==> src/rtl/pet_bus_pkg.sv <==
package pet_bus_pkg;

    localparam int DATA_WIDTH     = 8;
    localparam int CPU_ADDR_WIDTH = 16;
    localparam int WB_ADDR_WIDTH  = 17;    // MSB picks registers (1) or RAM (0)

    // Bus timing, in sys clocks per CPU cycle
    localparam int SLOT_COUNT = 16;
    localparam int SLOT_WIDTH = $clog2(SLOT_COUNT);
    localparam logic [SLOT_WIDTH-1:0] CPU_FIRST_SLOT        = 4'd8;
    localparam logic [SLOT_WIDTH-1:0] CPU_CLOCK_SLOT        = 4'd12;
    localparam logic [SLOT_WIDTH-1:0] CTRL_LAST_ACCEPT_SLOT = 4'd4;  // Access done by slot 8

    // PET memory map, upper address bits of each region
    localparam logic [3:0]  VRAM_BASE = 4'h8;      // 8000-8FFF
    localparam logic [7:0]  IO_BASE   = 8'hE8;     // E800-E8FF
    localparam logic [11:0] PIA1_BASE = 12'hE81;
    localparam logic [11:0] PIA2_BASE = 12'hE82;
    localparam logic [11:0] VIA_BASE  = 12'hE84;

    // Read-only bounds, ROM1 ends where the IO page starts
    localparam logic [CPU_ADDR_WIDTH-1:0] ROM1_BASE = 16'h9000;
    localparam logic [CPU_ADDR_WIDTH-1:0] ROM2_BASE = 16'hF000;

    // Register offsets
    localparam logic [CPU_ADDR_WIDTH-1:0] REG_STATUS     = 16'd0;
    localparam logic [CPU_ADDR_WIDTH-1:0] REG_CPU_CTRL   = 16'd1;
    localparam logic [CPU_ADDR_WIDTH-1:0] REG_VIDEO_MASK = 16'd2;

    typedef struct packed {
        logic                     cyc;
        logic                     stb;
        logic                     we;
        logic [WB_ADDR_WIDTH-1:0] addr;
        logic [DATA_WIDTH-1:0]    data;     // Controller -> peripheral
    } wb_req_t;

    typedef struct packed {
        logic                  stall;
        logic                  ack;
        logic [DATA_WIDTH-1:0] data;        // Peripheral -> controller
    } wb_rsp_t;

    // Bridge drive onto the board bus
    typedef struct packed {
        logic                      oe;
        logic                      we;
        logic [CPU_ADDR_WIDTH-1:0] addr;
        logic [DATA_WIDTH-1:0]     dout;
        logic                      doe;
    } ram_ctl_t;

    // Bit 0 ready, bit 1 reset, bit 2 nmi
    typedef struct packed {
        logic nmi;
        logic reset;
        logic ready;
    } cpu_ctrl_t;

endpackage

==> src/rtl/bus_timing.sv <==
`timescale 1ns/1ps

module bus_timing (
    input  logic sys_clock_i,
    input  logic sys_reset_ni,

    output logic cpu_be_o,              // CPU owns the bus
    output logic cpu_clock_o,           // CPU phi2
    output logic cpu_data_strobe_o,     // Last slot of the CPU cycle
    output logic ctrl_window_o          // Bridge may accept a request
);
    logic [pet_bus_pkg::SLOT_WIDTH-1:0] slot_q;

    // Free running slot counter, one CPU cycle per wrap
    always_ff @(posedge sys_clock_i or negedge sys_reset_ni) begin
        if (!sys_reset_ni) begin
            slot_q <= '0;
        end else if (slot_q == pet_bus_pkg::SLOT_WIDTH'(pet_bus_pkg::SLOT_COUNT - 1)) begin
            slot_q <= '0;
        end else begin
            slot_q <= slot_q + 1'b1;
        end
    end

    // Slots 0-7 belong to the controller, 8-15 to the CPU
    always_comb begin
        cpu_be_o      = (slot_q >= pet_bus_pkg::CPU_FIRST_SLOT);
        cpu_clock_o   = (slot_q >= pet_bus_pkg::CPU_CLOCK_SLOT);
        ctrl_window_o = (slot_q <= pet_bus_pkg::CTRL_LAST_ACCEPT_SLOT);
    end

    // Data is stable on the bus by the end of phi2
    assign cpu_data_strobe_o =
        (slot_q == pet_bus_pkg::SLOT_WIDTH'(pet_bus_pkg::SLOT_COUNT - 1));

endmodule

==> src/rtl/wb_address_map.sv <==
`timescale 1ns/1ps

module wb_address_map (
    input  pet_bus_pkg::wb_req_t wb_req_i,
    output pet_bus_pkg::wb_rsp_t wb_rsp_o,

    output logic ram_sel_o,
    output logic reg_sel_o,

    input  pet_bus_pkg::wb_rsp_t ram_rsp_i,
    input  pet_bus_pkg::wb_rsp_t reg_rsp_i
);
    logic reg_space;

    assign reg_space = wb_req_i.addr[pet_bus_pkg::WB_ADDR_WIDTH-1];

    always_comb begin
        ram_sel_o = wb_req_i.cyc && !reg_space;
        reg_sel_o = wb_req_i.cyc && reg_space;

        // Stall follows the addressed target, idle bus never stalls
        if (ram_sel_o) begin
            wb_rsp_o.stall = ram_rsp_i.stall;
        end else if (reg_sel_o) begin
            wb_rsp_o.stall = reg_rsp_i.stall;
        end else begin
            wb_rsp_o.stall = 1'b0;
        end

        // Only one request in flight, so at most one ack at a time
        wb_rsp_o.ack  = ram_rsp_i.ack | reg_rsp_i.ack;
        wb_rsp_o.data = reg_rsp_i.ack ? reg_rsp_i.data : ram_rsp_i.data;
    end

endmodule

==> src/rtl/ram_bridge.sv <==
`timescale 1ns/1ps

module ram_bridge (
    input  logic                 sys_clock_i,
    input  logic                 sys_reset_ni,

    input  pet_bus_pkg::wb_req_t wb_req_i,
    input  logic                 sel_i,
    input  logic                 ctrl_window_i,
    output pet_bus_pkg::wb_rsp_t wb_rsp_o,

    input  logic [pet_bus_pkg::DATA_WIDTH-1:0] ram_data_i,   // Shared board data bus
    output pet_bus_pkg::ram_ctl_t              ram_ctl_o
);
    typedef enum logic [1:0] {
        IDLE,
        ACCESS,
        ACK
    } state_t;

    state_t state_q;
    logic   second_q;       // Second clock of OE/WE
    logic   we_q;
    logic   stall;
    logic   accept;

    logic [pet_bus_pkg::CPU_ADDR_WIDTH-1:0] addr_q;
    logic [pet_bus_pkg::DATA_WIDTH-1:0]     wdata_q;
    logic [pet_bus_pkg::DATA_WIDTH-1:0]     rdata_q;

    assign stall  = !ctrl_window_i || (state_q != IDLE);
    assign accept = sel_i && wb_req_i.cyc && wb_req_i.stb && !stall;

    always_ff @(posedge sys_clock_i or negedge sys_reset_ni) begin
        if (!sys_reset_ni) begin
            state_q  <= IDLE;
            second_q <= 1'b0;
            we_q     <= 1'b0;
        end else begin
            unique case (state_q)
                IDLE: begin
                    if (accept) begin
                        state_q  <= ACCESS;
                        second_q <= 1'b0;
                        we_q     <= wb_req_i.we;
                    end
                end
                ACCESS: begin
                    second_q <= 1'b1;
                    if (second_q) begin
                        state_q <= ACK;
                    end
                end
                default: state_q <= IDLE;   // ACK lasts one clock
            endcase
        end
    end

    always_ff @(posedge sys_clock_i) begin
        if (accept) begin
            addr_q  <= wb_req_i.addr[pet_bus_pkg::CPU_ADDR_WIDTH-1:0];
            wdata_q <= wb_req_i.data;
        end
        if ((state_q == ACCESS) && second_q) begin
            rdata_q <= ram_data_i;  // RAM output has settled by now
        end
    end

    always_comb begin
        ram_ctl_o.oe   = (state_q == ACCESS) && !we_q;
        ram_ctl_o.we   = (state_q == ACCESS) && we_q;
        ram_ctl_o.addr = addr_q;
        ram_ctl_o.dout = wdata_q;
        ram_ctl_o.doe  = (state_q == ACCESS) && we_q;

        wb_rsp_o.stall = stall;
        wb_rsp_o.ack   = (state_q == ACK);
        wb_rsp_o.data  = rdata_q;
    end

endmodule

==> src/rtl/control_regs.sv <==
`timescale 1ns/1ps

module control_regs (
    input  logic                 sys_clock_i,
    input  logic                 sys_reset_ni,

    input  pet_bus_pkg::wb_req_t wb_req_i,
    input  logic                 sel_i,
    output pet_bus_pkg::wb_rsp_t wb_rsp_o,

    // Configuration straps
    input  logic config_crt_i,
    input  logic config_keyboard_i,
    input  logic graphic_i,

    output pet_bus_pkg::cpu_ctrl_t cpu_ctrl_o,
    output logic [1:0]             video_ram_mask_o    // Bit 0 A10, bit 1 A11
);
    logic                                   accept;
    logic [pet_bus_pkg::CPU_ADDR_WIDTH-1:0] offset;
    logic [pet_bus_pkg::DATA_WIDTH-1:0]     read_data;
    logic [pet_bus_pkg::DATA_WIDTH-1:0]     rdata_q;
    logic                                   ack_q;
    pet_bus_pkg::cpu_ctrl_t                 cpu_ctrl_q;
    logic [1:0]                             mask_q;

    assign accept = sel_i && wb_req_i.cyc && wb_req_i.stb;     // Never stalls
    assign offset = wb_req_i.addr[pet_bus_pkg::CPU_ADDR_WIDTH-1:0];

    always_comb begin
        read_data = '0;                     // Unmapped offsets read 0
        case (offset)
            pet_bus_pkg::REG_STATUS: begin
                read_data[2:0] = {graphic_i, config_keyboard_i, config_crt_i};
            end
            pet_bus_pkg::REG_CPU_CTRL:   read_data[2:0] = cpu_ctrl_q;
            pet_bus_pkg::REG_VIDEO_MASK: read_data[1:0] = mask_q;
            default: ;
        endcase
    end

    always_ff @(posedge sys_clock_i or negedge sys_reset_ni) begin
        if (!sys_reset_ni) begin
            cpu_ctrl_q <= '{nmi: 1'b0, reset: 1'b1, ready: 1'b0};  // CPU held in reset
            mask_q     <= 2'b11;                                    // No video wrap
            ack_q      <= 1'b0;
        end else begin
            ack_q <= accept;
            if (accept && wb_req_i.we) begin
                case (offset)
                    pet_bus_pkg::REG_CPU_CTRL:   cpu_ctrl_q <= wb_req_i.data[2:0];
                    pet_bus_pkg::REG_VIDEO_MASK: mask_q     <= wb_req_i.data[1:0];
                    default: ;                  // Status is read-only
                endcase
            end
        end
    end

    always_ff @(posedge sys_clock_i) begin
        if (accept) begin
            rdata_q <= read_data;
        end
    end

    always_comb begin
        wb_rsp_o.stall = 1'b0;
        wb_rsp_o.ack   = ack_q;
        wb_rsp_o.data  = rdata_q;
    end

    assign cpu_ctrl_o       = cpu_ctrl_q;
    assign video_ram_mask_o = mask_q;

endmodule

==> src/rtl/bus_steering.sv <==
`timescale 1ns/1ps

module bus_steering (
    input  logic cpu_be_i,
    input  logic cpu_clock_i,
    input  logic [pet_bus_pkg::CPU_ADDR_WIDTH-1:0] cpu_addr_i,
    input  logic cpu_we_i,

    input  logic [1:0]            video_ram_mask_i,
    input  pet_bus_pkg::ram_ctl_t ram_ctl_i,

    output logic ram_oe_o,
    output logic ram_we_o,
    output logic ram_addr_a10_o,
    output logic ram_addr_a11_o,

    output logic io_oe_o,
    output logic pia1_cs_o,
    output logic pia2_cs_o,
    output logic via_cs_o,

    output logic [pet_bus_pkg::CPU_ADDR_WIDTH-1:0] cpu_addr_o,
    output logic                                   cpu_addr_oe_o,
    output logic [pet_bus_pkg::DATA_WIDTH-1:0]     cpu_data_o,
    output logic                                   cpu_data_oe_o
);
    logic is_io;
    logic is_vram;
    logic is_readonly;
    logic ram_en;
    logic pia1_en;
    logic pia2_en;
    logic via_en;
    logic cpu_rd_en;
    logic cpu_wr_en;
    logic a10_keep;
    logic a11_keep;

    // CPU address decode
    always_comb begin
        is_io   = cpu_addr_i[pet_bus_pkg::CPU_ADDR_WIDTH-1 -: 8]  == pet_bus_pkg::IO_BASE;
        is_vram = cpu_addr_i[pet_bus_pkg::CPU_ADDR_WIDTH-1 -: 4]  == pet_bus_pkg::VRAM_BASE;
        pia1_en = cpu_addr_i[pet_bus_pkg::CPU_ADDR_WIDTH-1 -: 12] == pet_bus_pkg::PIA1_BASE;
        pia2_en = cpu_addr_i[pet_bus_pkg::CPU_ADDR_WIDTH-1 -: 12] == pet_bus_pkg::PIA2_BASE;
        via_en  = cpu_addr_i[pet_bus_pkg::CPU_ADDR_WIDTH-1 -: 12] == pet_bus_pkg::VIA_BASE;

        // 9000-E7FF and F000-FFFF hold the ROM image
        is_readonly = ((cpu_addr_i >= pet_bus_pkg::ROM1_BASE)
                       && (cpu_addr_i < {pet_bus_pkg::IO_BASE, 8'h00}))
                      || (cpu_addr_i >= pet_bus_pkg::ROM2_BASE);
        ram_en = !is_io;                    // RAM backs everything but the IO page
    end

    assign cpu_rd_en = cpu_be_i && !cpu_we_i;
    assign cpu_wr_en = cpu_be_i && cpu_we_i && cpu_clock_i;    // Write only during phi2

    assign io_oe_o   = is_io   && cpu_be_i;
    assign pia1_cs_o = pia1_en && cpu_be_i;
    assign pia2_cs_o = pia2_en && cpu_be_i;
    assign via_cs_o  = via_en  && cpu_be_i;

    // Bridge strobes only exist outside the CPU phase
    assign ram_oe_o = (cpu_rd_en && ram_en) || ram_ctl_i.oe;
    assign ram_we_o = (cpu_wr_en && ram_en && !is_readonly) || ram_ctl_i.we;

    // Bridge drives address and data while the CPU is off the bus
    assign cpu_addr_oe_o = !cpu_be_i;
    assign cpu_addr_o    = ram_ctl_i.addr;
    assign cpu_data_o    = ram_ctl_i.dout;
    assign cpu_data_oe_o = ram_ctl_i.doe && !cpu_be_i;

    // Video RAM wrap, masked bits read as 0
    assign a10_keep = !is_vram || video_ram_mask_i[0];
    assign a11_keep = !is_vram || video_ram_mask_i[1];

    assign ram_addr_a10_o = cpu_be_i ? (cpu_addr_i[10] && a10_keep) : ram_ctl_i.addr[10];
    assign ram_addr_a11_o = cpu_be_i ? (cpu_addr_i[11] && a11_keep) : ram_ctl_i.addr[11];

endmodule

==> src/rtl/pet_bus_top.sv <==
`timescale 1ns/1ps

module pet_bus_top (
    input  logic sys_clock_i,
    input  logic sys_reset_ni,

    // Bus controller (MCU side)
    input  pet_bus_pkg::wb_req_t wb_req_i,
    output pet_bus_pkg::wb_rsp_t wb_rsp_o,

    // CPU
    input  logic [pet_bus_pkg::CPU_ADDR_WIDTH-1:0] cpu_addr_i,
    input  logic [pet_bus_pkg::DATA_WIDTH-1:0]     cpu_data_i,
    input  logic                                   cpu_we_i,
    output logic                                   cpu_be_o,
    output logic                                   cpu_clock_o,
    output logic                                   cpu_ready_o,
    output logic                                   cpu_reset_o,
    output logic                                   cpu_nmi_o,
    output logic [pet_bus_pkg::CPU_ADDR_WIDTH-1:0] cpu_addr_o,
    output logic                                   cpu_addr_oe_o,
    output logic [pet_bus_pkg::DATA_WIDTH-1:0]     cpu_data_o,
    output logic                                   cpu_data_oe_o,

    // RAM and chip selects
    output logic ram_oe_o,
    output logic ram_we_o,
    output logic ram_addr_a10_o,
    output logic ram_addr_a11_o,
    output logic io_oe_o,
    output logic pia1_cs_o,
    output logic pia2_cs_o,
    output logic via_cs_o,

    // Straps
    input  logic config_crt_i,
    input  logic config_keyboard_i,
    input  logic graphic_i
);
    logic                  ctrl_window;
    logic                  ram_sel;
    logic                  reg_sel;
    pet_bus_pkg::wb_rsp_t  ram_rsp;
    pet_bus_pkg::wb_rsp_t  reg_rsp;
    pet_bus_pkg::ram_ctl_t ram_ctl;
    logic [1:0]            video_ram_mask;

    bus_timing u_timing (
        .sys_clock_i      (sys_clock_i),
        .sys_reset_ni     (sys_reset_ni),
        .cpu_be_o         (cpu_be_o),
        .cpu_clock_o      (cpu_clock_o),
        .cpu_data_strobe_o(),                // No CPU-side peripheral latches data here
        .ctrl_window_o    (ctrl_window)
    );

    wb_address_map u_map (
        .wb_req_i (wb_req_i),
        .wb_rsp_o (wb_rsp_o),
        .ram_sel_o(ram_sel),
        .reg_sel_o(reg_sel),
        .ram_rsp_i(ram_rsp),
        .reg_rsp_i(reg_rsp)
    );

    ram_bridge u_ram_bridge (
        .sys_clock_i  (sys_clock_i),
        .sys_reset_ni (sys_reset_ni),
        .wb_req_i     (wb_req_i),
        .sel_i        (ram_sel),
        .ctrl_window_i(ctrl_window),
        .wb_rsp_o     (ram_rsp),
        .ram_data_i   (cpu_data_i),          // RAM shares the CPU data bus
        .ram_ctl_o    (ram_ctl)
    );

    control_regs u_regs (
        .sys_clock_i      (sys_clock_i),
        .sys_reset_ni     (sys_reset_ni),
        .wb_req_i         (wb_req_i),
        .sel_i            (reg_sel),
        .wb_rsp_o         (reg_rsp),
        .config_crt_i     (config_crt_i),
        .config_keyboard_i(config_keyboard_i),
        .graphic_i        (graphic_i),
        .cpu_ctrl_o       ({cpu_nmi_o, cpu_reset_o, cpu_ready_o}),
        .video_ram_mask_o (video_ram_mask)
    );

    bus_steering u_steering (
        .cpu_be_i        (cpu_be_o),
        .cpu_clock_i     (cpu_clock_o),
        .cpu_addr_i      (cpu_addr_i),
        .cpu_we_i        (cpu_we_i),
        .video_ram_mask_i(video_ram_mask),
        .ram_ctl_i       (ram_ctl),
        .ram_oe_o        (ram_oe_o),
        .ram_we_o        (ram_we_o),
        .ram_addr_a10_o  (ram_addr_a10_o),
        .ram_addr_a11_o  (ram_addr_a11_o),
        .io_oe_o         (io_oe_o),
        .pia1_cs_o       (pia1_cs_o),
        .pia2_cs_o       (pia2_cs_o),
        .via_cs_o        (via_cs_o),
        .cpu_addr_o      (cpu_addr_o),
        .cpu_addr_oe_o   (cpu_addr_oe_o),
        .cpu_data_o      (cpu_data_o),
        .cpu_data_oe_o   (cpu_data_oe_o)
    );

endmodule

==> config.mk <==
export PLATFORM = sky130hd
export DESIGN_NAME = pet_bus_top
export DESIGN_NICKNAME = d
export VERILOG_FILES = /design/src/rtl/pet_bus_pkg.sv /design/src/rtl/bus_timing.sv /design/src/rtl/wb_address_map.sv /design/src/rtl/ram_bridge.sv /design/src/rtl/control_regs.sv /design/src/rtl/bus_steering.sv /design/src/rtl/pet_bus_top.sv
export SDC_FILE = /design/constraint.sdc
export NUM_CORES = 1
export LEC_CHECK = 0
export BUFFER_PORTS_ARGS = -buffer_cell sky130_fd_sc_hd__buf_4
export CAP_MARGIN = 20
export CORE_UTILIZATION = 40
export DETAILED_ROUTE_END_ITERATION = 7
export PLACE_DENSITY = 0.72
export SYNTH_ARGS = -nofsm -noshare
export SYNTH_HDL_FRONTEND = slang
export SYNTH_HIERARCHICAL = 1
export SYNTH_SLANG_ARGS = --single-unit
==> constraint.sdc <==
create_clock -name sys_clock_i -period 1.7 [get_ports sys_clock_i]
set_input_delay 0 -clock sys_clock_i [delete_from_list [all_inputs] [get_ports sys_clock_i]]
set_output_delay 0 -clock sys_clock_i [all_outputs]
set_load 0.02 [all_outputs]
# Word-level counts from Yosys, hierarchy flattened
# Index checks and enable logic that the tools add are counted.
totals:
  reg_bits: 49
  input_bits: 58
  output_inout_bits: 49
op_classes:
  add_sub_neg: 1
  order_cmp: 6
  eq_ne: 12
  n_mux: 12
  bitwise: 1
  n_reduce_logical: 49
op_table:
  columns: ["op", "n"]
  rows:
  - ["equality test 12 bit, second input constant", 3]
  - ["greater-or-equal comparator 16 bit, second input constant", 2]
  - ["logical AND 1 bit", 25]
  - ["equality test 16 x 1 -> 1 bit, second input constant", 1]
  - ["equality test 16 x 2 -> 1 bit, second input constant", 1]
  - ["logical NOT 16 bit", 1]
  - ["< comparator 16 bit, second input constant", 1]
  - ["AND reduction 2 bit", 5]
  - ["logical NOT 1 bit", 9]
  - ["equality test 4 bit, second input constant", 2]
  - ["equality test 8 bit, second input constant", 1]
  - ["greater-or-equal comparator 4 bit, second input constant", 2]
  - ["2-to-1 mux 8 bit", 1]
  - ["logical OR 1 bit", 6]
  - ["one-hot mux 2 bit (3 select lines)", 1]
  - ["adder 4 x 1 -> 4 bit, second input constant", 1]
  - ["less-or-equal comparator 4 x 3 -> 1 bit, second input constant", 1]
  - ["2-to-1 mux 1 bit", 4]
  - ["2-to-1 mux 2 bit", 2]
  - ["2-to-1 mux 4 bit", 1]
  - ["inequality test 2 x 1 -> 1 bit, second input constant", 2]
  - ["one-hot mux 1 bit (2 select lines)", 2]
  - ["one-hot mux 2 bit (2 select lines)", 1]
  - ["nonzero test 2 bit", 2]
  - ["other kinds (4)", 4]

# Logic depth before layout (Yosys ltp)
# Gate-level depths: netlist of run 1.
depth:
  ltp_word: 7
  ltp_mapped: 8

# Modules after synthesis
# Netlist of run 1, hierarchy kept.
by_module_without_submodules:
  columns: ["module", "instances", "cells_per_inst", "area_each_um2", "seq_area_each_um2"]
  rows:
  - ["ram_bridge", 1, 53, 1194.9, 1061.0]
  - ["control_regs", 1, 44, 539.3, 244.0]
  - ["bus_steering", 1, 50, 354.1, 0.0]
  - ["bus_timing", 1, 20, 203.9, 100.1]
  - ["wb_address_map", 1, 14, 166.4, 0.0]

# Least setup slack after synthesis of run 1
# Ideal clock, no wire load.
synth_timing:
  path_type: "register to output"
  startpoint: "register u_timing/slot_q[3] (netlist name)"
  endpoint: "output port via_cs_o"
  t_arrival_ns: 1.919
  t_required_ns: 1.700
  slack_ns: -0.219
  stages_incl_launch_ff: 6
  cell_sequence: "dfrtp_1 > clkbuf_1 > buf_2 > nor2b_1 > nand4bb_1 > nor4b_1"
synth_between:
  elab_chain_cells: 2
synth_rtl:
  columns: ["element", "line", "source"]
  rows:
  - ["start, declared", "bus_timing.sv:12", "logic [pet_bus_pkg::SLOT_WIDTH-1:0] slot_q;"]
  - ["start signal, assigned", "bus_timing.sv:21", "slot_q <= slot_q + 1'b1;"]
  - ["greater-or-equal comparator 4 bit", "bus_timing.sv:27", "cpu_be_o = (slot_q >= pet_bus_pkg::CPU_FIRST_SLOT);"]
  - ["net cpu_be_o", "pet_bus_top.sv:15", "output logic cpu_be_o,"]
  - ["logical AND 1 bit", "bus_steering.sv:60", "assign via_cs_o = via_en && cpu_be_i;"]
  - ["end, declared", "pet_bus_top.sv:33", "output logic via_cs_o,"]
# The timed path passes the listed nets, and every way through them passes these cells.

# Worst setup path in the final report of run 1
layout_timing:
  startpoint: "input port wb_req_i[19] (netlist name)"
  endpoint: "register u_regs.mask_q[1], in the netlist u_regs/video_ram_mask_o[1]"
layout_between:
  elab_chain_cells: 2
layout_rtl:
  columns: ["element", "line", "source"]
  rows:
  - ["start, declared", "pet_bus_top.sv:8", "input pet_bus_pkg::wb_req_t wb_req_i,"]
  - ["equality test 16 x 2 -> 1 bit", "control_regs.sv:50", "case (offset)"]
  - ["AND reduction 2 bit (no source line)", null, null]
  - ["end signal, assigned", "control_regs.sv:52", "pet_bus_pkg::REG_VIDEO_MASK: mask_q <= wb_req_i.data[1:0];"]
  - ["end, declared", "control_regs.sv:25", "logic [1:0] mask_q;"]
# No other way between the ends.
# A chain may end at the register's enable or synchronous reset.

==> metrics, run 1 <==
GRT Total Usage=17.5%; crit path DAT=~1900 ps; number of antenna diodes=0; DRC Markers=0; count of max-cap constraint violations=0; crit end category=flip-flop; DRT Pass-1 Iters=4; Hold Fails Final Rpt=0; syn avg cell area=13.6 um^2; vias=about 1.7k; sequential-to-total area share from yosys stat=57.2%; crit-path cells=dlygate4sd3_1 -> buf_4 -> nor2_1 -> nand4_2 -> buf_6 -> nor4b_4 -> mux2_4; RSZ-0062 raised after global routing=no; CP bufs+invs=3; Critical Path Start Type=input pin; LEAKAGE=1.60 nW; predominant post-synthesis flop cell=edfxtp_1; max-slew violations=0; DIE WIDTH=80.4 um; die area=0.00646 mm^2; clock slew seen by the registers of the worst setup and hold paths=90 ps; nets=357; initial antenna violation count=0; clk sink count=49; Tmin final=~1700 ps; initial core utilization=41.5%; synth unique cells=46; clk root buf=clkbuf_8; setup TNS=0 ps; Min-Delay Path Class=input pin to flip-flop; Storage cell area=0.00141 mm^2; Final setup viols=0; Synth Instances=~180; area of the multi-input gates=832 um^2; Worst-Skew Late Latency=300 ps; flops & latches, synth=roughly 50; CTS Buf Count=5; worst IR drop on VDD=~320 uV; total power=2.28 mW; skew final=7.28 ps; Total Routed Length=5310 um; EDFF count, synth=35; Core ar.=about 0.0059 mm^2; Max Buffers Root-to-Sink=2; H-tree levels=2; area grow syn2layout=47.5%; CP Max Fanout=4; commonest cells after routing, fill and taps aside=buf_4 (104), edfxtp_1 (35), dlygate4sd3_1 (31); largest stage delay on the critical path=560 ps; period utilization=97.2%; DP HPWL=3740 um; Synthesis Warnings=6; flop-to-flop setup slack=about 170 ps; CP max stage cell=dlygate4sd3_1; CTS tree=built; first-pass GRT wire length=8400 um; PD cells=629 mW/mm^2; largest net degree at the start of global routing=25; Layout fillers=476; gp weighted congestion=0.754; Mapped Area=0.00246 mm^2; Vias/cell=4.63; Hold WS=64.3 ps; CP top delay family=buffers and inverters; drt initial violations=87; asr flop ratio synth=between 20 and 30%; vias in the first global route=1752; grt total ovfl=0; floorplan row count=28; Ports=107; crit path kind=input pin to flip-flop; Max Clock Freq=605 MHz; commonest non-fill, non-tap cell in the layout=buf_4; IO buf count=slightly above 100; die height=80.4 um; WL per Instance=14.2 um; status=completed; share of layout cells above drive strength 1=49.7%; Antenna Nets Post-Route=0; WP data required=1930 ps
layer usage:
metal / up-vias / GRT usage [%] / part of all wire (%)
met2: 52 / 33.1 / 56
met1: 835 / 19.1 / 39
li1: 833 / - / -
met4: 0 / 5.71 / 1.4
met3: 8 / 4.09 / 4.3
met5: - / 0 / 0
power breakdown:
| group | switching (mW) | internal, mW |
|---|---|---|
| clock network | 0.361 | 0.291 |
| registers | 0.0137 | 1.31 |
| logic | 0.123 | 0.188 |
| total | 0.498 | 1.79 |
flip-flops by register name, indices dropped and copies added (netlist names):
register and count:
u_timing/slot_q 4, u_ram_bridge/we_q 1, u_regs/cpu_ctrl_o 3, u_regs/ack_q 1
u_regs/video_ram_mask_o 2, u_ram_bridge/state_q 2, u_ram_bridge/addr_q 16, u_regs/rdata_q 3
u_ram_bridge/wdata_q 8, u_ram_bridge/rdata_q 8, u_ram_bridge/second_q 1
cells in the mapped netlist (all sizes together), types with 5 or more instances:
cell | count | share of area, %
dfrtp | 11 | 11
mux2 | 14 | 7.8
edfxtp | 35 | 43
buf | 35 | 11
nor2b | 7 | 1.8
inv | 10 | 1.5
nor2 | 9 | 1.7
and2 | 5 | 1.3
final cells by class:
cell class / instances / area share (%)
Clock inverter: 1 / 0.207
Inverter: 10 / 1.14
Timing Repair Buffer: 141 / 32.3
Sequential cell: 49 / 38.7
Multi-Input combinational cell: 90 / 22.9
Clock buffer: 7 / 2.10
Tap cell: 75 / 2.59
final timing paths:
path | start | endpoint | cells after the start
worst max-delay path | wb_req_i[19] | u_regs/video_ram_mask_o[1]$_DFFE_PN1P_ | 7
worst min-delay path | wb_req_i[14] | u_ram_bridge/addr_q[6]$_DFFE_PP_ | 1
worst max register to register | u_timing/slot_q[1]$_DFF_PN0_ | u_ram_bridge/addr_q[12]$_DFFE_PP_ | 7
worst min register to register | u_ram_bridge/second_q$_DFFE_PN0P_ | u_ram_bridge/state_q[0]$_DFFE_PN0P_ | 1
max in group asynchronous | sys_reset_ni | u_regs/video_ram_mask_o[1]$_DFFE_PN1P_ | 2
min in group asynchronous | sys_reset_ni | u_regs/cpu_ctrl_o[2]$_DFFE_PN0P_ | 2
cell families after synthesis:
logic type / Yosys count / synth area share (%)
simple gates: 49 / 15.5
mux: 18 / 9.41
xor+xnor: 1 / 0.356
flops: 49 / 57.2
buf+inv: 47 / 12.6
other cells: 1 / 0.153
fa+ha+maj: 2 / 1.02
compound gates: 14 / 3.87
through the flow:
step,setup WS [ps],utilization (%),area (um^2),instances
finish,46.9,61.3,3630,373
detailed placement,75.4,52.5,3110,329
global placement,90.1,52.5,3110,329
CTS,14.2,60.2,3570,373
global route,8.72,61.3,3630,373
floorplan,-211,-,2490,186
repair_timing:
item,4_1_cts,5_1_grt
setup buffers,2,2
resized for setup,3,12
pin swaps,1,8
setup endpoints to repair,3,33
hold buffers,34,0
endpoints found under the hold margin,52,0
Power figures use the tool's default switching activity.
==> run 2: changes to the inputs <==
--- a/config.mk
+++ b/config.mk
@@ -10,6 +10,7 @@
 export CORE_UTILIZATION = 40
 export DETAILED_ROUTE_END_ITERATION = 7
 export PLACE_DENSITY = 0.72
+export SETUP_SLACK_MARGIN = 0.4
 export SYNTH_ARGS = -nofsm -noshare
 export SYNTH_HDL_FRONTEND = slang
 export SYNTH_HIERARCHICAL = 1
==> run 2 against run 1 <==
  * First-iteration DRC count is 17% lower
  * Critical path depth unchanged
  * Worst hold slack better by 24 ps
  * Final area up 8.2%
  * Maximum frequency grew 9.6%
  * Register-to-register slack gained 20 ps
  * Cell count increased by 4.0%
  * Die area unchanged
  * Global-route usage increased by 0.52 points
  * Combinational power is 9.0% higher
  * Largest cell class unchanged
  * Non-clock buffer count is 15 higher
==> metrics, run 2 (synthesis gave the netlist of run 1 again) <==
count of max-cap constraint violations=0; IO buf count=102; period utilization=roughly nine tenths; largest net degree at the start of global routing=16; Tmin final=1510 ps; WL per Instance=15.2 um; most flop-heavy register=u_ram_bridge/addr_q; reg2reg start=u_timing/slot_q[0]$_DFF_PN0_; Core ar.=0.00592 mm^2; top flop regs=u_ram_bridge/addr_q: 16 flops, u_ram_bridge/rdata_q: 8 flops, u_ram_bridge/wdata_q: 8 flops; nets=372; clk sink count=49; LEAKAGE=1.71 nW; max reg flops=16; max-slew violations=0; Hold Fails Final Rpt=0; Vias/cell=roughly 4.7; r2r worst-path depth=7; initial core utilization=41.5%; CTS tree=built; worst IR drop on VDD=approximately 380 uV; crit-path cells=inv_2 -> ha_4 -> inv_2 -> a21oi_4 -> nand3_4 -> clkinvlp_4 -> clkbuf_16; GRT Total Usage=between 10% and 20%; Top cell by count, worst path=inv_2; crit end category=flip-flop; drt initial violations=72; Final setup viols=0; Max Clock Freq=663 MHz; clk root buf=clkbuf_8; number of antenna diodes=0; first-pass GRT wire length=between 8000 and 9000 um; DRC Markers=0; Antenna Nets Post-Route=0; commonest cells after routing, fill and taps aside=buf_4 (100), edfxtp_1 (35), dlygate4sd3_1 (34); die height=roughly 80 um; grt total ovfl=0; status=completed; skew final=8.14 ps; area grow syn2layout=59.7%; crit path DAT=1540 ps; DRT Pass-1 Iters=4; Total Routed Length=5890 um; crit path kind=flip-flop to flip-flop; FF-to-FF End=u_ram_bridge/addr_q[2]$_DFFE_PP_; Ports=approximately 110; RSZ-0062 raised after global routing=yes; commonest non-fill, non-tap cell in the layout=buf_4; Layout fillers=around 420; vias=1823; gp weighted congestion=0.739; CTS Buf Count=5; share of layout cells above drive strength 1=57.2%; vias in the first global route=~1.8k; H-tree levels=2; Min-Delay Path Class=input pin to async pin; final instance area=a little under 0.004 mm^2; CP Max Fanout=6; setup TNS=0 ps; PD cells=626 mW/mm^2; total power=2.46 mW; flop-to-flop setup slack=190 ps; clock slew seen by the registers of the worst setup and hold paths=90 ps; WP data required=1730 ps; CP max stage cell=dfrtp_1; floorplan row count=28; die area=0.00646 mm^2; Critical Path Start Type=flip-flop; initial antenna violation count=0; DP HPWL=between 3000 and 4000 um; placed inst area=approximately 0.0031 mm^2; Max Buffers Root-to-Sink=2; DIE WIDTH=between 80 and 90 um; largest stage delay on the critical path=420 ps; Worst-Skew Late Latency=300 ps
==> run 2: cell types whose count changed in the layout (fill, tap and decap cells not counted), moves of 4 or more <==
| cell | change |
|---|---|
| inv_1 | -4 |
| inv_2 | +4 |
| buf_4 | -4 |
| buf_6 | +17 |
==> run 2: layout make-up <==
type | count | area [um^2] | area share [%]
Timing Repair Buffer | 156 | 1370 | 34.8
Multi-Input combinational cell | 90 | 910 | 23.2
Clock buffer | 6 | 72.6 | 1.85
Clock inverter | 2 | 35.0 | 0.892
Tap cell | 75 | 93.8 | 2.39
Inverter | 10 | 41.3 | 1.05
Sequential cell | 49 | 1410 | 35.9
==> run 2: how the worst max path moves through the flow <==
stage,end,cells past startpoint,startpoint
global route,wb_rsp_o[9],8,u_timing/slot_q[0]$_DFF_PN0_
global placement,u_ram_bridge/wdata_q[4]$_DFFE_PP_,7,u_timing/slot_q[0]$_DFF_PN0_
floorplan,via_cs_o,5,u_timing/slot_q[3]$_DFF_PN0_
finish,u_ram_bridge/addr_q[2]$_DFFE_PP_,7,u_timing/slot_q[0]$_DFF_PN0_
detailed placement,u_regs/cpu_ctrl_o[0]$_DFFE_PN0P_,5,wb_req_i[16]
CTS,wb_rsp_o[9],8,u_timing/slot_q[1]$_DFF_PN0_
==> run 2: where the power goes <==
group	leakage (nW)	switching [mW]	total, mW	internal [mW]
logic	1.18	0.134	0.338	0.204
clock network	0.0552	0.364	0.800	0.437
registers	0.483	0.0133	1.32	1.31
==> run 2: per-layer routing <==
layer	up-vias	part of all wire [%]	global-route usage [%]
met4	0	2.0	7.50
met1	876	38	20.6
met5	-	0	0
met3	12	5.8	3.41
li1	863	-	-
met2	72	54	32.8
==> run 2: worst max-delay path, delay by kind of cell, from the launching register on <==
kind	cells	cell delay (ps)
fa+ha+maj	1	130
flops	1	420
buf+inv	4	450
simple gates	1	100
compound gates	1	140
==> run 2: what timing repair did <==
item,4_1_cts,5_1_grt
pin swaps,9,9
hold buffers,34,0
gates cloned,1,1
endpoints found under the hold margin,52,0
buffers inserted,12,4
gates resized for setup,21,29
endpoints found under the setup margin,53,49
==> run 2: per-stage QoR <==
step                      util, %  hold WS (ps)  cells  setup slack (ps)
after floorplan                 -          -296    186               119
after global placement       53.1          -140    328               149
after detailed placement     53.1          -139    328               118
after CTS                    63.8          83.5    383               160
after global routing         66.3          88.4    388              82.6
final                        66.3          87.9    388               191
==> run 3: changes to the inputs <==
--- a/config.mk
+++ b/config.mk
@@ -7,9 +7,8 @@
 export LEC_CHECK = 0
 export BUFFER_PORTS_ARGS = -buffer_cell sky130_fd_sc_hd__buf_4
 export CAP_MARGIN = 20
-export CORE_UTILIZATION = 40
+export CORE_UTILIZATION = 30
 export DETAILED_ROUTE_END_ITERATION = 7
-export PLACE_DENSITY = 0.72
 export SETUP_SLACK_MARGIN = 0.4
 export SYNTH_ARGS = -nofsm -noshare
 export SYNTH_HDL_FRONTEND = slang
==> run 3 against run 2 <==
  * First-iteration DRC count down 54%
  * Count of clock-buffer cells in the layout down 1
  * Routed wire length down 1.9%
  * Highest routed layer unchanged
  * Combinational power down 1%
  * Final area down 0.35%
  * Utilization down 16 points
  * Critical path depth up 1
  * Total power down 4.7%
  * Maximum frequency up 0.62%
  * Critical path type is now flip-flop to output pin
  * Non-clock buffer count unchanged
==> metrics, run 3 (synthesis gave the netlist of run 1 again) <==
status=completed; Antenna Nets Post-Route=0; initial antenna violation count=0; setup TNS=0 ps; CP top delay family=flip-flops; crit path DAT=1500 ps; Max Clock Freq=around 670 MHz; PD cells=between 500 and 600 mW/mm^2; number of antenna diodes=0; CTS tree=built; die area=about 0.0086 mm^2; nets=372; LEAKAGE=1.70 nW; H-tree levels=2; clk root buf=clkbuf_8; skew final=8.48 ps; Vias/cell=about 4.2; Layout fillers=699; Hold Fails Final Rpt=0; Total Routed Length=about 5800 um; placed inst area=0.00319 mm^2; CP Max Fanout=2; crit path kind=flip-flop to output pin; DIE WIDTH=92.5 um; largest net degree at the start of global routing=25; largest stage delay on the critical path=400 ps; Hold WS=78.8 ps; vias=1754; crit end category=output pin; WP data required=1700 ps; RSZ-0062 raised after global routing=yes; GRT Total Usage=13.5%; total power=2.34 mW; IO buf count=102; final instance area=0.00391 mm^2; clk sink count=49; initial core utilization=31.5%; most flop-heavy register=u_ram_bridge/addr_q; Max Buffers Root-to-Sink=2; crit path from=u_timing/slot_q[0]$_DFF_PN0_; Final setup viols=0; area grow syn2layout=59.1%; max reg flops=16; CP max stage cell=dfrtp_1; Tmin final=1500 ps; reg2reg start=u_timing/slot_q[0]$_DFF_PN0_; worst IR drop on VDD=332 uV; die height=92.5 um; Core ar.=0.00781 mm^2; DRC Markers=0; share of layout cells above drive strength 1=57.2%; DP HPWL=3970 um; gp weighted congestion=0.714; top flop regs=u_ram_bridge/addr_q: 16 flops, u_ram_bridge/rdata_q: 8 flops, u_ram_bridge/wdata_q: 8 flops; CTS Buf Count=5; first-pass GRT wire length=8710 um; commonest non-fill, non-tap cell in the layout=buf_4; Ports=between 100 and 150; setup ws final=between 200 and 250 ps; period utilization=88.2%; Critical Path Start Type=flip-flop; Core Util, Final=approximately half; WL per Instance=13.9 um; Worst-Skew Late Latency=300 ps; DRT Pass-1 Iters=4; Final Non-Filler Cells=415; CP bufs+invs=3; vias in the first global route=1849; clock slew seen by the registers of the worst setup and hold paths=90 ps; Storage cell area=0.00141 mm^2; area of the multi-input gates=880 um^2; count of max-cap constraint violations=0; Cells after DPL=roughly 360; max-slew violations=0; worst slack at placement=slightly below 100 ps; commonest cells after routing, fill and taps aside=buf_4 (100), edfxtp_1 (35), dlygate4sd3_1 (34); floorplan row count=32; crit-path cells=inv_1 -> ha_2 -> inv_2 -> a21oi_4 -> nand2_1 -> mux2i_1 -> nor2b_1 -> buf_4; drt initial violations=33; grt total ovfl=0; Min-Delay Path Class=input pin to async pin
## run 3: cell count changes in the layout (fill, tap and decap cells not counted), moves of 2 or more
cell / delta
clkinv_4: +2
ha_4: -2
inv_1: +2
inv_2: -3
nor2_2: +2
## run 3: what timing repair did
action	4_1_cts	5_1_grt
pin swaps	7	6
resized for setup	18	24
buffers inserted	11	4
hold buffers	34	0
gates cloned	0	2
endpoints found under the hold margin	52	0
endpoints found under the setup margin	49	48
## run 3: layout make-up
type / instances / area share, %
multi-input combinational: 90 / 22.5
timing repair buffer: 156 / 34.8
tap: 102 / 3.26
sequential: 49 / 36.0
clock buffer: 5 / 1.76
clock inverter: 3 / 0.576
inverter: 10 / 1.12
## run 3: metal layers
metal | vias up | GRT usage, % | wire [um] | part of all wire (%)
met2 | 57 | 24.6 | 2980 | 52
met4 | 0 | 4.95 | 91 | 1.6
met1 | 823 | 15.3 | 2450 | 42
met5 | - | 0 | 0 | 0
li1 | 866 | - | - | -
met3 | 8 | 3.12 | 262 | 4.5
## run 3: report_power, final
| group | total [mW] | internal (mW) | switching, mW |
|---|---|---|---|
| sequential | 1.32 | 1.31 | 0.0131 |
| combinational | 0.333 | 0.203 | 0.130 |
| clock | 0.689 | 0.292 | 0.397 |
| total | 2.34 | 1.80 | 0.540 |
## run 3: final timing paths
check / slack (ps) / depth (start not counted) / end
max: 200 / 8 / wb_rsp_o[9]
max reg2reg: 210 / 7 / u_ram_bridge/addr_q[1]$_DFFE_PP_
min: 80 / 2 / u_regs/cpu_ctrl_o[2]$_DFFE_PN0P_
min in group sys_clock_i: 100 / 3 / u_regs/rdata_q[2]$_DFFE_PN_
min reg2reg: 510 / 1 / u_ram_bridge/state_q[0]$_DFFE_PN0P_
max in group asynchronous: 1380 / 2 / u_regs/cpu_ctrl_o[1]$_DFFE_PN1P_
## run 3: worst register-to-register path, delay by kind of cell (launching register included)
kind	cells	cell delay [ps]
DFF	1	400
and+or+nand+nor	1	110
adders and majority gates	1	160
AOI/OAI and AO/OA	1	140
buffers and inverters	4	400
